==> config.mk <==
export PLATFORM = sky130hd
export DESIGN_NAME = uart_rx_top
export DESIGN_NICKNAME = d
export VERILOG_FILES = /design/src/hw/uart_rx_pkg.sv /design/src/hw/uart_rx_framer.sv /design/src/hw/uart_rx_line_timer.sv /design/src/hw/uart_rx_fifo.sv /design/src/hw/uart_rx_top.sv
export SDC_FILE = /design/constraint.sdc
export NUM_CORES = 1
export LEC_CHECK = 0
export ABC_CLOCK_PERIOD_IN_PS = 3480
export BUFFER_PORTS_ARGS = -buffer_cell sky130_fd_sc_hd__buf_2
export CORE_ASPECT_RATIO = 0.75
export CORE_MARGIN = 2
export CORE_UTILIZATION = 55
export DETAILED_ROUTE_END_ITERATION = 10
export GPL_TIMING_DRIVEN = 0
export PLACE_DENSITY = 0.69
export SLEW_MARGIN = 40
export SYNTH_ARGS = -nofsm -noshare
export SYNTH_HDL_FRONTEND = slang
export SYNTH_SLANG_ARGS = --single-unit
==> constraint.sdc <==
create_clock -name clk -period 3.48 [get_ports clk]
set_input_delay 0.696 -clock clk [delete_from_list [all_inputs] [get_ports clk]]
set_output_delay 0.696 -clock clk [all_outputs]
set_load 0.01 [all_outputs]
==> src/hw/uart_rx_pkg.sv <==
/*
 * Shared types, sizes and the character-time function of the UART
 * receive path. Imported by the framer, line timer, FIFO and top level.
 * The testbench uses the record layout and char_ticks from here too.
 */
package uart_rx_pkg;

    // Receive FIFO geometry
    localparam int FIFO_DEPTH   = 16;
    localparam int FIFO_COUNT_W = 5;

    // Serial line oversampling, ticks per bit and mid-bit sample tick
    localparam int OVERSAMPLE   = 16;
    localparam int SAMPLE_POINT = 7;
    localparam int TICK_W       = $clog2(OVERSAMPLE);

    // Line timer counters
    localparam int TIMEOUT_W = 10;
    localparam int BREAK_W   = 8;

    // Receiver FSM states
    typedef enum logic [3:0] {
        rx_idle,
        rx_start,
        rx_prepare,
        rx_bit,
        rx_end_bit,
        rx_parity,
        rx_parity_calc,
        rx_parity_check,
        rx_wait,
        rx_stop,
        rx_push
    } rx_state_e;

    // Line format, laid out as bits 5..0 of the line-control byte
    typedef struct packed {
        logic       stick_parity;
        logic       even_parity;
        logic       parity_en;
        logic       two_stop;
        logic [1:0] word_len;
    } line_fmt_t;

    // One FIFO entry
    typedef struct packed {
        logic [7:0] data;
        logic       break_flag;
        logic       parity_err;
        logic       framing_err;
    } rx_record_t;

    // Four character times in ticks, minus one
    // Counted in half bits so that 1.5 stop bits come out exact
    function automatic logic [TIMEOUT_W-1:0] char_ticks(line_fmt_t fmt);
        int half_bits;
        // Start, 5..8 data bits, optional parity, one stop
        half_bits = 2 * (7 + int'(fmt.word_len) + int'(fmt.parity_en));
        if (fmt.two_stop) begin
            half_bits += (fmt.word_len == 2'd0) ? 1 : 2;
        end
        return TIMEOUT_W'(half_bits * 32 - 1);
    endfunction

endpackage

==> src/hw/uart_rx_framer.sv <==
/*
 * Oversampling receive FSM of the UART.
 * Confirms the start bit at mid-bit, shifts in the data bits, checks
 * parity and the stop bit, and hands one record per character to the FIFO
 * with a single-cycle push pulse. Advances only on baud_tick.
 */
`timescale 1ns/1ns

module uart_rx_framer (
    input  logic                    clk,
    input  logic                    nreset,
    input  logic                    baud_tick,
    input  logic                    serial_in,
    input  uart_rx_pkg::line_fmt_t  fmt,
    input  logic                    break_seen,
    output logic                    push,
    output uart_rx_pkg::rx_record_t push_record
);
    import uart_rx_pkg::*;

    rx_state_e         state;
    logic [TICK_W-1:0] tick_cnt;
    logic [2:0]        bit_cnt;
    logic [7:0]        shift_reg;
    logic              parity_bit;
    logic              parity_xor;
    logic              parity_err;
    logic              framing_err;
    logic              push_reg;
    logic              push_q;

    logic              at_sample;
    logic              at_zero;
    logic [TICK_W-1:0] tick_dec;
    logic [TICK_W-1:0] tick_reload;
    rx_record_t        char_record;
    rx_record_t        break_record;

    // Tick counter decodes
    assign at_sample = (tick_cnt == TICK_W'(SAMPLE_POINT));
    assign at_zero   = (tick_cnt == '0);
    assign tick_dec  = tick_cnt - 1'b1;
    // One tick of every bit is spent in the state that ends the bit
    assign tick_reload = TICK_W'(OVERSAMPLE - 2);

    // Record of a normal character
    assign char_record = '{data: shift_reg, break_flag: 1'b0,
                           parity_err: parity_err, framing_err: framing_err};
    // Break is stored as an empty character
    assign break_record = '{data: 8'h00, break_flag: 1'b1,
                            parity_err: 1'b0, framing_err: 1'b0};

    ////////////////////////////////////////////////////////////////////////////
    // Receiver FSM
    ////////////////////////////////////////////////////////////////////////////

    always_ff @(posedge clk or negedge nreset) begin
        if (!nreset) begin
            state       <= rx_idle;
            tick_cnt    <= '0;
            bit_cnt     <= '0;
            shift_reg   <= '0;
            parity_bit  <= 1'b0;
            parity_xor  <= 1'b0;
            parity_err  <= 1'b0;
            framing_err <= 1'b0;
            push_reg    <= 1'b0;
            push_record <= '0;
        end else if (baud_tick) begin
            case (state)
                rx_idle: begin
                    push_reg <= 1'b0;
                    tick_cnt <= tick_reload;
                    // Falling edge, but not while the line sits in break
                    if (!serial_in && !break_seen) begin
                        state <= rx_start;
                    end
                end
                rx_start: begin
                    push_reg <= 1'b0;
                    // Line back high at mid-bit means a glitch
                    if (at_sample) begin
                        state <= serial_in ? rx_idle : rx_prepare;
                    end
                    tick_cnt <= tick_dec;
                end
                rx_prepare: begin
                    // Data bits minus one, 4..7
                    bit_cnt <= {1'b1, fmt.word_len};
                    if (at_zero) begin
                        state     <= rx_bit;
                        shift_reg <= '0;
                    end
                    tick_cnt <= tick_dec;
                end
                rx_bit: begin
                    if (at_zero) begin
                        state <= rx_end_bit;
                    end
                    // LSB first, shifted into the low word_len+5 bits only
                    if (at_sample) begin
                        case (fmt.word_len)
                            2'd0: shift_reg[4:0] <= {serial_in, shift_reg[4:1]};
                            2'd1: shift_reg[5:0] <= {serial_in, shift_reg[5:1]};
                            2'd2: shift_reg[6:0] <= {serial_in, shift_reg[6:1]};
                            default: shift_reg <= {serial_in, shift_reg[7:1]};
                        endcase
                    end
                    tick_cnt <= tick_dec;
                end
                rx_end_bit: begin
                    if (bit_cnt == '0) begin
                        if (fmt.parity_en) begin
                            state <= rx_parity;
                        end else begin
                            state      <= rx_stop;
                            parity_err <= 1'b0;
                        end
                    end else begin
                        state   <= rx_bit;
                        bit_cnt <= bit_cnt - 1'b1;
                    end
                    tick_cnt <= tick_reload;
                end
                rx_parity: begin
                    if (at_sample) begin
                        parity_bit <= serial_in;
                        state      <= rx_parity_calc;
                    end
                    tick_cnt <= tick_dec;
                end
                rx_parity_calc: begin
                    // XOR over data and received parity bit
                    parity_xor <= ^{shift_reg, parity_bit};
                    state      <= rx_parity_check;
                    tick_cnt   <= tick_dec;
                end
                rx_parity_check: begin
                    case ({fmt.even_parity, fmt.stick_parity})
                        2'b00: parity_err <= ~parity_xor;   // odd
                        2'b01: parity_err <= ~parity_bit;   // stuck to 1
                        2'b10: parity_err <= parity_xor;    // even
                        2'b11: parity_err <= parity_bit;    // stuck to 0
                        default: parity_err <= 1'b0;
                    endcase
                    state    <= rx_wait;
                    tick_cnt <= tick_dec;
                end
                rx_wait: begin
                    // Rest of the parity bit
                    if (at_zero) begin
                        state    <= rx_stop;
                        tick_cnt <= tick_reload;
                    end else begin
                        tick_cnt <= tick_dec;
                    end
                end
                rx_stop: begin
                    if (at_sample) begin
                        framing_err <= !serial_in;
                        state       <= rx_push;
                    end
                    tick_cnt <= tick_dec;
                end
                rx_push: begin
                    if (serial_in || break_seen) begin
                        push_record <= break_seen ? break_record : char_record;
                        push_reg    <= 1'b1;
                        state       <= rx_idle;
                    end else if (!framing_err) begin
                        // Good stop bit with the line low, take it as a new start
                        push_record <= char_record;
                        push_reg    <= 1'b1;
                        tick_cnt    <= tick_reload;
                        state       <= rx_start;
                    end
                    // Framing error on a low line waits for rise or break
                end
                default: state <= rx_idle;
            endcase
        end
    end

    // push_reg may span several cycles between ticks
    always_ff @(posedge clk or negedge nreset) begin
        if (!nreset) begin
            push_q <= 1'b0;
        end else begin
            push_q <= push_reg;
        end
    end

    assign push = push_reg & ~push_q;

endmodule

==> src/hw/uart_rx_line_timer.sv <==
/*
 * Break and character-timeout counters of the UART receiver.
 * Both reload from the character time of the current line format and
 * count down on baud ticks. The framer reads break_seen.
 */
`timescale 1ns/1ns

module uart_rx_line_timer (
    input  logic                   clk,
    input  logic                   nreset,
    input  logic                   baud_tick,
    input  logic                   serial_in,
    input  uart_rx_pkg::line_fmt_t fmt,
    input  logic                   push,
    input  logic                   rx_pop,
    input  logic                   empty,
    output logic                   break_seen,
    output logic                   char_timeout
);
    import uart_rx_pkg::*;

    logic [TIMEOUT_W-1:0] toc_value;
    logic [TIMEOUT_W-1:0] toc_cnt;
    logic [BREAK_W-1:0]   brc_value;
    logic [BREAK_W-1:0]   brc_cnt;

    // Four character times for timeout
    assign toc_value = char_ticks(fmt);
    // One character time for break, toc_value / 4
    assign brc_value = toc_value[TIMEOUT_W-1 -: BREAK_W];

    ////////////////////////////////////////////////////////////////////////////
    // Break detection
    ////////////////////////////////////////////////////////////////////////////

    always_ff @(posedge clk or negedge nreset) begin
        if (!nreset) begin
            // One 8N1 character
            brc_cnt <= BREAK_W'(159);
        end else if (serial_in) begin
            brc_cnt <= brc_value;
        end else if (baud_tick && brc_cnt != '0) begin
            brc_cnt <= brc_cnt - 1'b1;
        end
    end

    assign break_seen = (brc_cnt == '0);

    ////////////////////////////////////////////////////////////////////////////
    // Character timeout
    ////////////////////////////////////////////////////////////////////////////

    always_ff @(posedge clk or negedge nreset) begin
        if (!nreset) begin
            // Four 8N1 characters
            toc_cnt <= TIMEOUT_W'(639);
        end else if (push || rx_pop || empty) begin
            // Any FIFO activity, or nothing to time out on
            toc_cnt <= toc_value;
        end else if (baud_tick && toc_cnt != '0) begin
            toc_cnt <= toc_cnt - 1'b1;
        end
    end

    // Empty mask covers the cycle right after a FIFO clear
    assign char_timeout = (toc_cnt == '0) & ~empty;

endmodule

==> src/hw/uart_rx_fifo.sv <==
/*
 * Sixteen-entry first-word-fall-through FIFO for received records.
 * Head record is visible while count is nonzero and pop removes it.
 * Tracks a sticky overrun flag and whether any stored entry has an error.
 */
`timescale 1ns/1ns

module uart_rx_fifo (
    input  logic                                 clk,
    input  logic                                 nreset,
    input  logic                                 push,
    input  uart_rx_pkg::rx_record_t              push_record,
    input  logic                                 pop,
    input  logic                                 clear,
    output uart_rx_pkg::rx_record_t              head,
    output logic [uart_rx_pkg::FIFO_COUNT_W-1:0] count,
    output logic                                 empty,
    output logic                                 overrun,
    output logic                                 error_in_fifo
);
    import uart_rx_pkg::*;

    rx_record_t              mem [FIFO_DEPTH];
    logic [FIFO_DEPTH-1:0]   err_valid;
    logic [FIFO_COUNT_W-2:0] wr_ptr;
    logic [FIFO_COUNT_W-2:0] rd_ptr;
    logic                    full;
    logic                    do_push;
    logic                    do_pop;

    assign empty = (count == '0);
    assign full  = (count == FIFO_COUNT_W'(FIFO_DEPTH));
    assign do_pop = pop & ~empty;
    // Full FIFO still takes a push when the head leaves in the same cycle
    assign do_push = push & (~full | pop);

    // Record storage
    always_ff @(posedge clk) begin
        if (do_push) begin
            mem[wr_ptr] <= push_record;
        end
    end

    always_ff @(posedge clk or negedge nreset) begin
        if (!nreset) begin
            wr_ptr    <= '0;
            rd_ptr    <= '0;
            count     <= '0;
            overrun   <= 1'b0;
            err_valid <= '0;
        end else if (clear) begin
            wr_ptr    <= '0;
            rd_ptr    <= '0;
            count     <= '0;
            overrun   <= 1'b0;
            err_valid <= '0;
        end else begin
            // Popped slot first, so a push into the same slot wins
            if (do_pop) begin
                rd_ptr            <= rd_ptr + 1'b1;
                err_valid[rd_ptr] <= 1'b0;
            end
            if (do_push) begin
                wr_ptr            <= wr_ptr + 1'b1;
                err_valid[wr_ptr] <= push_record.break_flag |
                                     push_record.parity_err |
                                     push_record.framing_err;
            end
            if (push && !do_push) begin
                overrun <= 1'b1;
            end
            count <= count + FIFO_COUNT_W'(do_push) - FIFO_COUNT_W'(do_pop);
        end
    end

    assign head          = mem[rd_ptr];
    assign error_in_fifo = |err_valid;

endmodule

==> src/hw/uart_rx_top.sv <==
/*
 * Top level of the UART receive path.
 * Takes the line-control byte, the 16x baud tick and the serial line,
 * and presents the head of the receive FIFO with its status flags.
 */
`timescale 1ns/1ns

module uart_rx_top (
    input  logic                                 clk,
    input  logic                                 nreset,
    input  logic [7:0]                           lcr,
    input  logic                                 baud_tick,
    input  logic                                 serial_in,
    input  logic                                 rx_pop,
    input  logic                                 fifo_clear,
    output logic [10:0]                          rx_data,
    output logic [uart_rx_pkg::FIFO_COUNT_W-1:0] rx_count,
    output logic                                 overrun,
    output logic                                 error_in_fifo,
    output logic                                 char_timeout,
    output logic                                 rx_push
);
    import uart_rx_pkg::*;

    line_fmt_t  fmt;
    rx_record_t push_record;
    rx_record_t head;
    logic       push;
    logic       break_seen;
    logic       empty;

    // Word length, stop bits and parity mode live in lcr[5:0]
    assign fmt = line_fmt_t'(lcr[5:0]);

    uart_rx_framer u_framer (
        .clk         (clk),
        .nreset      (nreset),
        .baud_tick   (baud_tick),
        .serial_in   (serial_in),
        .fmt         (fmt),
        .break_seen  (break_seen),
        .push        (push),
        .push_record (push_record)
    );

    uart_rx_line_timer u_line_timer (
        .clk          (clk),
        .nreset       (nreset),
        .baud_tick    (baud_tick),
        .serial_in    (serial_in),
        .fmt          (fmt),
        .push         (push),
        .rx_pop       (rx_pop),
        .empty        (empty),
        .break_seen   (break_seen),
        .char_timeout (char_timeout)
    );

    uart_rx_fifo u_fifo (
        .clk           (clk),
        .nreset        (nreset),
        .push          (push),
        .push_record   (push_record),
        .pop           (rx_pop),
        .clear         (fifo_clear),
        .head          (head),
        .count         (rx_count),
        .empty         (empty),
        .overrun       (overrun),
        .error_in_fifo (error_in_fifo)
    );

    assign rx_data = head;
    assign rx_push = push;

endmodule

==> results.sh, run 1 <==
export IMPL_startpoint_type="register"
export IMPL_drv_slew=0
export IMPL_yosysSeqAreaShare=0.6363
export IMPL_final_hold_viol_count=0
export IMPL_cts_buffers=25
export IMPL_synth_distinct_cells=63
export IMPL_grt_pass1_vias=6942
export IMPL_outcome="complete, no violations"
export IMPL_clkSinkCount=260
export IMPL_grt_pass1_wl_um=40390
export IMPL_initial_utilization=0.5555
export IMPL_syn_area_um2=11640
export IMPL_area_growth_pct=13.45
export IMPL_reg2reg_depth=15
export IMPL_num_vias=7020
export IMPL_period_share=0.9723
export IMPL_synth_most_common_cell="edfxtp_1"
export IMPL_wl_per_cell_um=22.64
export IMPL_die_w_um=172.0
export IMPL_dp_hpwl_um=17800
export IMPL_vdd_drop_max_mv=0.4773
export IMPL_fin_cells=1155
export IMPL_fp_dieH_um=130.0
export IMPL_coreArea_um2=20950
export IMPL_crit_type="register to output pin"
export IMPL_fin_nets=891
export IMPL_tightest_slew_ps=770.7
export IMPL_end_kind="output pin"
export IMPL_grt_start_max_net_pins=45
export IMPL_cts_resized=11
export IMPL_ant_nets=0
export IMPL_rsz0062_at_grt="no"
export IMPL_finalPower_mw=8.420
export IMPL_yosysTopAreaCellShare=0.4541
export IMPL_ys_warn_count=0
export IMPL_largest_reg_flops=176
export IMPL_postSynthAreaPerCell_um2=14.92
export IMPL_arrival_ps=2690
export IMPL_largest_registers="u_fifo.mem (176), u_fifo.err_valid (16), u_framer.push_record (11)"
export IMPL_clk_latency_ps=510
export IMPL_synthArstFlopShare=0.3231
export IMPL_io_pins=34
export IMPL_hold_class="input pin to asynchronous set/reset pin"
export IMPL_path_clk_slew_ps=60
export IMPL_yosysTopAreaCell="edfxtp_1"
export IMPL_cts_max_level=1
export IMPL_cts_hold_buf=0
export IMPL_cts_tree="yes"
export IMPL_yosys_top_cells_count="176 x edfxtp_1, 70 x dfrtp_1, 59 x nor2_1"
export IMPL_power_density_nw_per_um2=637.7
export IMPL_regMostFlops="u_fifo.mem"
export IMPL_synth_ff_type="edfxtp_1"
export IMPL_p_leak_nw=4.805
export IMPL_antenna_found_initial=0
export IMPL_routed_wl_um=26150
export IMPL_cap_violations=0
export IMPL_rr_startpoint="u_fifo.count[3]"
export IMPL_grt_overflow=0
export IMPL_route_detailed_drc=0
export IMPL_fmax_mhz=295.5
export IMPL_startpoint="u_fifo.rd_ptr[1]"
export IMPL_die_area_um2=22350
export IMPL_synth_area_top_cells="edfxtp_1 45%, dfrtp_1 15%, mux4_2 11%"
export IMPL_rrSetupSlack_ps=360
export IMPL_root_buffer="clkbuf_16"
export IMPL_ys_ff_latch=260
export IMPL_cp_max_fo=10
export IMPL_cp_required_ps=2780
export IMPL_synth_edf_count=176
export IMPL_cts_setup_buffers=0
export IMPL_io_buffers=29
export IMPL_timing_final_crit_period_ps=3384
export IMPL_drt_iter0_markers=819
export IMPL_num_rows=46
export IMPL_syn_inst=780
export IMPL_clk_path_buf_depth=3
export IMPL_vias_per_cell=6.078
export IMPL_syn_nets=822
export IMPL_setup_violations_final=0
export IMPL_slew_headroom=0.4862
export IMPL_first_pass_iters=5
export IMPL_diodes=0
export IMPL_dp_cells=1110
export IMPL_finClkSkew_ps=22.62
export IMPL_grt_total_usage=0.2434
export IMPL_gp_congestion=0.8913
export IMPL_reg2reg_to="u_fifo.count[4]"
export IMPL_drive_gt1_frac=0.2226
worst max-delay path: stages (launching register included):
cell and delay (ps):
dfrtp_1 380, clkbuf_2 360, buf_2 380, mux4_2 370, mux4_2 520, buf_2 160
final cells by class:
class                   count  area [um^2]
fillers                  1510         7747
flip-flops and latches    260         7405
multi-input cells         450         4076
clock buffers              36        686.9
well taps                 288        360.3
repair buffers             42        236.5
plain buffers              40        205.2
clock inverters             9        120.1
inverters                  30        112.6
worst max path at each step:
stage | cells past startpoint | endpoint | slack, ps
after global placement | 5 | u_fifo.err_valid[3] | -900
after global routing | 5 | rx_data[3] | 10
final | 5 | rx_data[7] | 100
after detailed placement | 5 | rx_data[8] | 2
after floorplan | 15 | u_fifo.count[4] | 740
after CTS | 5 | rx_data[3] | 30
cell usage in the layout, fill, tap and decap left out, drive strengths merged, types with 10 or more instances in the layout:
cell,n
xor2,16
nand3,21
nor2b,10
inv,30
mux2i,31
clkbuf,64
dfstp,14
nand3b,21
ha,27
buf,54
nor2,59
xnor2,17
o21ai,18
nand2,42
a21oi,23
nor4,11
mux4,55
edfxtp,176
a22o,10
nor3,15
dfrtp,70
routing by layer:
metal,routed length (um),vias up,global-route usage
met5,0,-,0
met4,427,0,0.04548
met3,1817,35,0.03973
met2,11950,284,0.3770
met1,11950,3588,0.3732
li1,-,3113,-
cells by family after synthesis:
group | Yosys count | share of synthesized area
compound gates | 86 | 0.05107
xor+xnor | 33 | 0.02484
fa+ha+maj | 28 | 0.03075
buf+inv | 70 | 0.02387
flops | 260 | 0.6363
mux | 92 | 0.1389
simple gates | 211 | 0.09429
stage by stage:
step / hold slack (ps) / TNS, ps / setup slack, ps / utilization / instance area (um^2)
3_5_place_dp: 434.2 / 0 / 1.917 / 0.5888 / 12340
6_report: 110.5 / 0 / 96.23 / 0.6302 / 13200
4_1_cts: 111.7 / 0 / 33.82 / 0.6285 / 13170
5_1_grt: 129.4 / 0 / 13.63 / 0.6302 / 13200
3_3_place_gp: 439.6 / -42270 / -902.5 / 0.5796 / 12140
2_1_floorplan: 360.8 / 0 / 737.2 / - / 11640
where the power goes:
group          total, mW  switching [mW]  internal, mW  leakage, nW
Clock               2.69            1.10          1.59        0.392
Combinational       2.01            1.14         0.869         1.64
Sequential          3.72           0.202          3.52         2.77
Total               8.42            2.44          5.98         4.80
(Power assumes the default switching activity.)
==> inputs of run 2 (changes only) <==
--- a/config.mk
+++ b/config.mk
@@ -7,12 +7,14 @@
 export LEC_CHECK = 0
 export ABC_CLOCK_PERIOD_IN_PS = 3480
 export BUFFER_PORTS_ARGS = -buffer_cell sky130_fd_sc_hd__buf_2
+export CAP_MARGIN = 30
 export CORE_ASPECT_RATIO = 0.75
 export CORE_MARGIN = 2
 export CORE_UTILIZATION = 55
 export DETAILED_ROUTE_END_ITERATION = 10
 export GPL_TIMING_DRIVEN = 0
 export PLACE_DENSITY = 0.69
+export RECOVER_POWER = 50
 export SLEW_MARGIN = 40
 export SYNTH_ARGS = -nofsm -noshare
 export SYNTH_HDL_FRONTEND = slang
==> results.sh, run 2 (synthesis results as in run 1) <==
export IMPL_coreArea_um2=20950
export IMPL_dp_hpwl_um=17750
export IMPL_ant_nets=0
export IMPL_swShare=0.2908
export IMPL_grt_total_usage=0.2430
export IMPL_route_detailed_drc=0
export IMPL_cts_setup_buffers=0
export IMPL_slowest_stage="mux4_2"
export IMPL_cts_tree="yes"
export IMPL_root_buffer="clkbuf_16"
export IMPL_period_share=0.9696
export IMPL_rrSetupSlack_ps=380
export IMPL_die_w_um=172.0
export IMPL_drv_slew=44
export IMPL_power_density_nw_per_um2=635.0
export IMPL_slew_headroom=-0.6842
export IMPL_area_growth_pct=13.28
export IMPL_io_buffers=29
export IMPL_num_vias=7006
export IMPL_cp_max_fo=10
export IMPL_intPower_mw=5.937
export IMPL_min_to="u_framer.push_q"
export IMPL_switchingPower_mw=2.435
export IMPL_drt_iter0_markers=815
export IMPL_startpoint_type="register"
export IMPL_io_pins=34
export IMPL_final_cell_mix="176 x edfxtp_1, 70 x dfrtp_1, 55 x mux4_2"
export IMPL_hold_start="u_framer.push_reg"
export IMPL_finalPower_mw=8.372
export IMPL_crit_chain="buf_2, buf_2, mux4_2, mux4_2, buf_2"
export IMPL_violations="capacitance limit, slew limit"
export IMPL_regMostFlops="u_fifo.mem"
export IMPL_hold_class="register to register"
export IMPL_gp_congestion=0.8913
export IMPL_cp_required_ps=2780
export IMPL_largest_registers="u_fifo.mem (176), u_fifo.err_valid (16), u_framer.push_record (11)"
export IMPL_first_pass_iters=5
export IMPL_fin_cells=1155
export IMPL_grt_pass1_vias=6907
export IMPL_rr_startpoint="u_fifo.count[3]"
export IMPL_crit_top_cell="buf_2"
export IMPL_p_leak_nw=4.778
export IMPL_vdd_drop_max_mv=0.3598
export IMPL_wl_per_cell_um=22.59
export IMPL_tightest_slew_ps=2526
export IMPL_outcome="finished with violations"
export IMPL_diodes=0
export IMPL_vias_per_cell=6.066
export IMPL_drive_gt1_frac=0.2168
export IMPL_cap_violations=1
export IMPL_setup_tns_ps=0
export IMPL_stdcell_area_um2=13180
export IMPL_die_area_um2=22350
export IMPL_cts_resized=11
export IMPL_antenna_found_initial=0
export IMPL_reg2reg_to="u_fifo.count[4]"
export IMPL_grt_pass1_wl_um=40410
export IMPL_cts_max_level=1
export IMPL_path_clk_slew_ps=60
export IMPL_routed_wl_um=26090
export IMPL_num_rows=46
export IMPL_comb_power_share=0.239
export IMPL_fmax_mhz=296.4
export IMPL_dpl_cell_area_um2=12340
export IMPL_cts_buffers=25
export IMPL_setup_violations_final=0
export IMPL_arrival_ps=2680
export IMPL_grt_start_max_net_pins=45
export IMPL_dp_cells=1110
export IMPL_fillers=1541
export IMPL_timing_final_crit_period_ps=3374
export IMPL_hold_depth=0
export IMPL_largest_reg_flops=176
export IMPL_finClkSkew_ps=15.60
export IMPL_end_kind="output pin"
export IMPL_clkSinkCount=260
export IMPL_crit_type="register to output pin"
export IMPL_fp_dieH_um=130.0
export IMPL_clk_path_buf_depth=3
export IMPL_final_common_cell="edfxtp_1"
export IMPL_pwr_share_seq=0.444
export IMPL_grt_overflow=0
export IMPL_cp_slowest_stage_delay_ps=510
export IMPL_fin_nets=891
export IMPL_initial_utilization=0.5555
export IMPL_final_hold_viol_count=0
export IMPL_clk_latency_ps=510
export IMPL_final_util=0.6292
export IMPL_rsz0062_at_grt="no"
export IMPL_clockPowerShare=0.317
export IMPL_reg2reg_depth=15
export IMPL_cts_hold_buf=0
-- run 2: changes by cell type in the layout (fill, tap and decap cells not counted), sizes merged --
cell	change
clkbuf	+7
buf	-6
bufinv	-1
-- run 2: worst max path at each step --
stage | end | start
finish | rx_data[7] | u_fifo.rd_ptr[1]
global route | rx_data[3] | u_fifo.rd_ptr[0]
global placement | u_fifo.err_valid[3] | rx_pop
detailed placement | rx_data[9] | u_fifo.rd_ptr[1]
floorplan | u_fifo.count[4] | u_fifo.count[3]
CTS | rx_data[7] | u_fifo.rd_ptr[0]
-- run 2: area by class of cell --
type | instances | area (um^2) | share of cell area
clock inverter | 8 | 91.34 | 0.006929
tap | 288 | 360.3 | 0.02733
clock buffer | 37 | 710.7 | 0.05391
sequential | 260 | 7405 | 0.5617
multi-input combinational | 450 | 4076 | 0.3092
timing repair buffer | 42 | 222.7 | 0.01689
inverter | 30 | 112.6 | 0.008542
buffer | 40 | 203.9 | 0.01547
-- run 2: routing by layer --
metal / routed length, um / track usage / up-vias
li1: - / - / 3111
met1: 11750 / 0.3707 / 3592
met2: 11950 / 0.3775 / 266
met3: 1917 / 0.04064 / 37
met4: 475 / 0.04647 / 0
met5: 0 / 0 / -
-- run 2: critical path: cells and delay by family (launching register included) --
kind,cells,cell delay (ps)
multiplexers,2,890
buffers and inverters,3,880
flip-flops,1,380
-- run 2: power by group through the flow --
| stage | Combinational [mW] | Clock (mW) | Sequential [mW] |
|---|---|---|---|
| 6_report | 2.00 | 2.65 | 3.72 |
| 4_1_cts | 2.00 | 2.69 | 3.71 |
| 5_1_grt | 2.20 | 2.82 | 3.74 |
| 3_5_place_dp | 1.97 | 0 | 3.77 |
| 2_1_floorplan | 1.42 | 0 | 3.72 |
| 3_3_place_gp | 1.87 | 0 | 3.75 |
-- run 2: per-stage QoR --
step	hold slack [ps]	setup WS, ps
after floorplan	360.8	737.2
after global placement	439.6	-902.5
after detailed placement	440.9	4.009
after CTS	110.0	38.85
after global routing	456.5	16.96
final	448.1	105.9
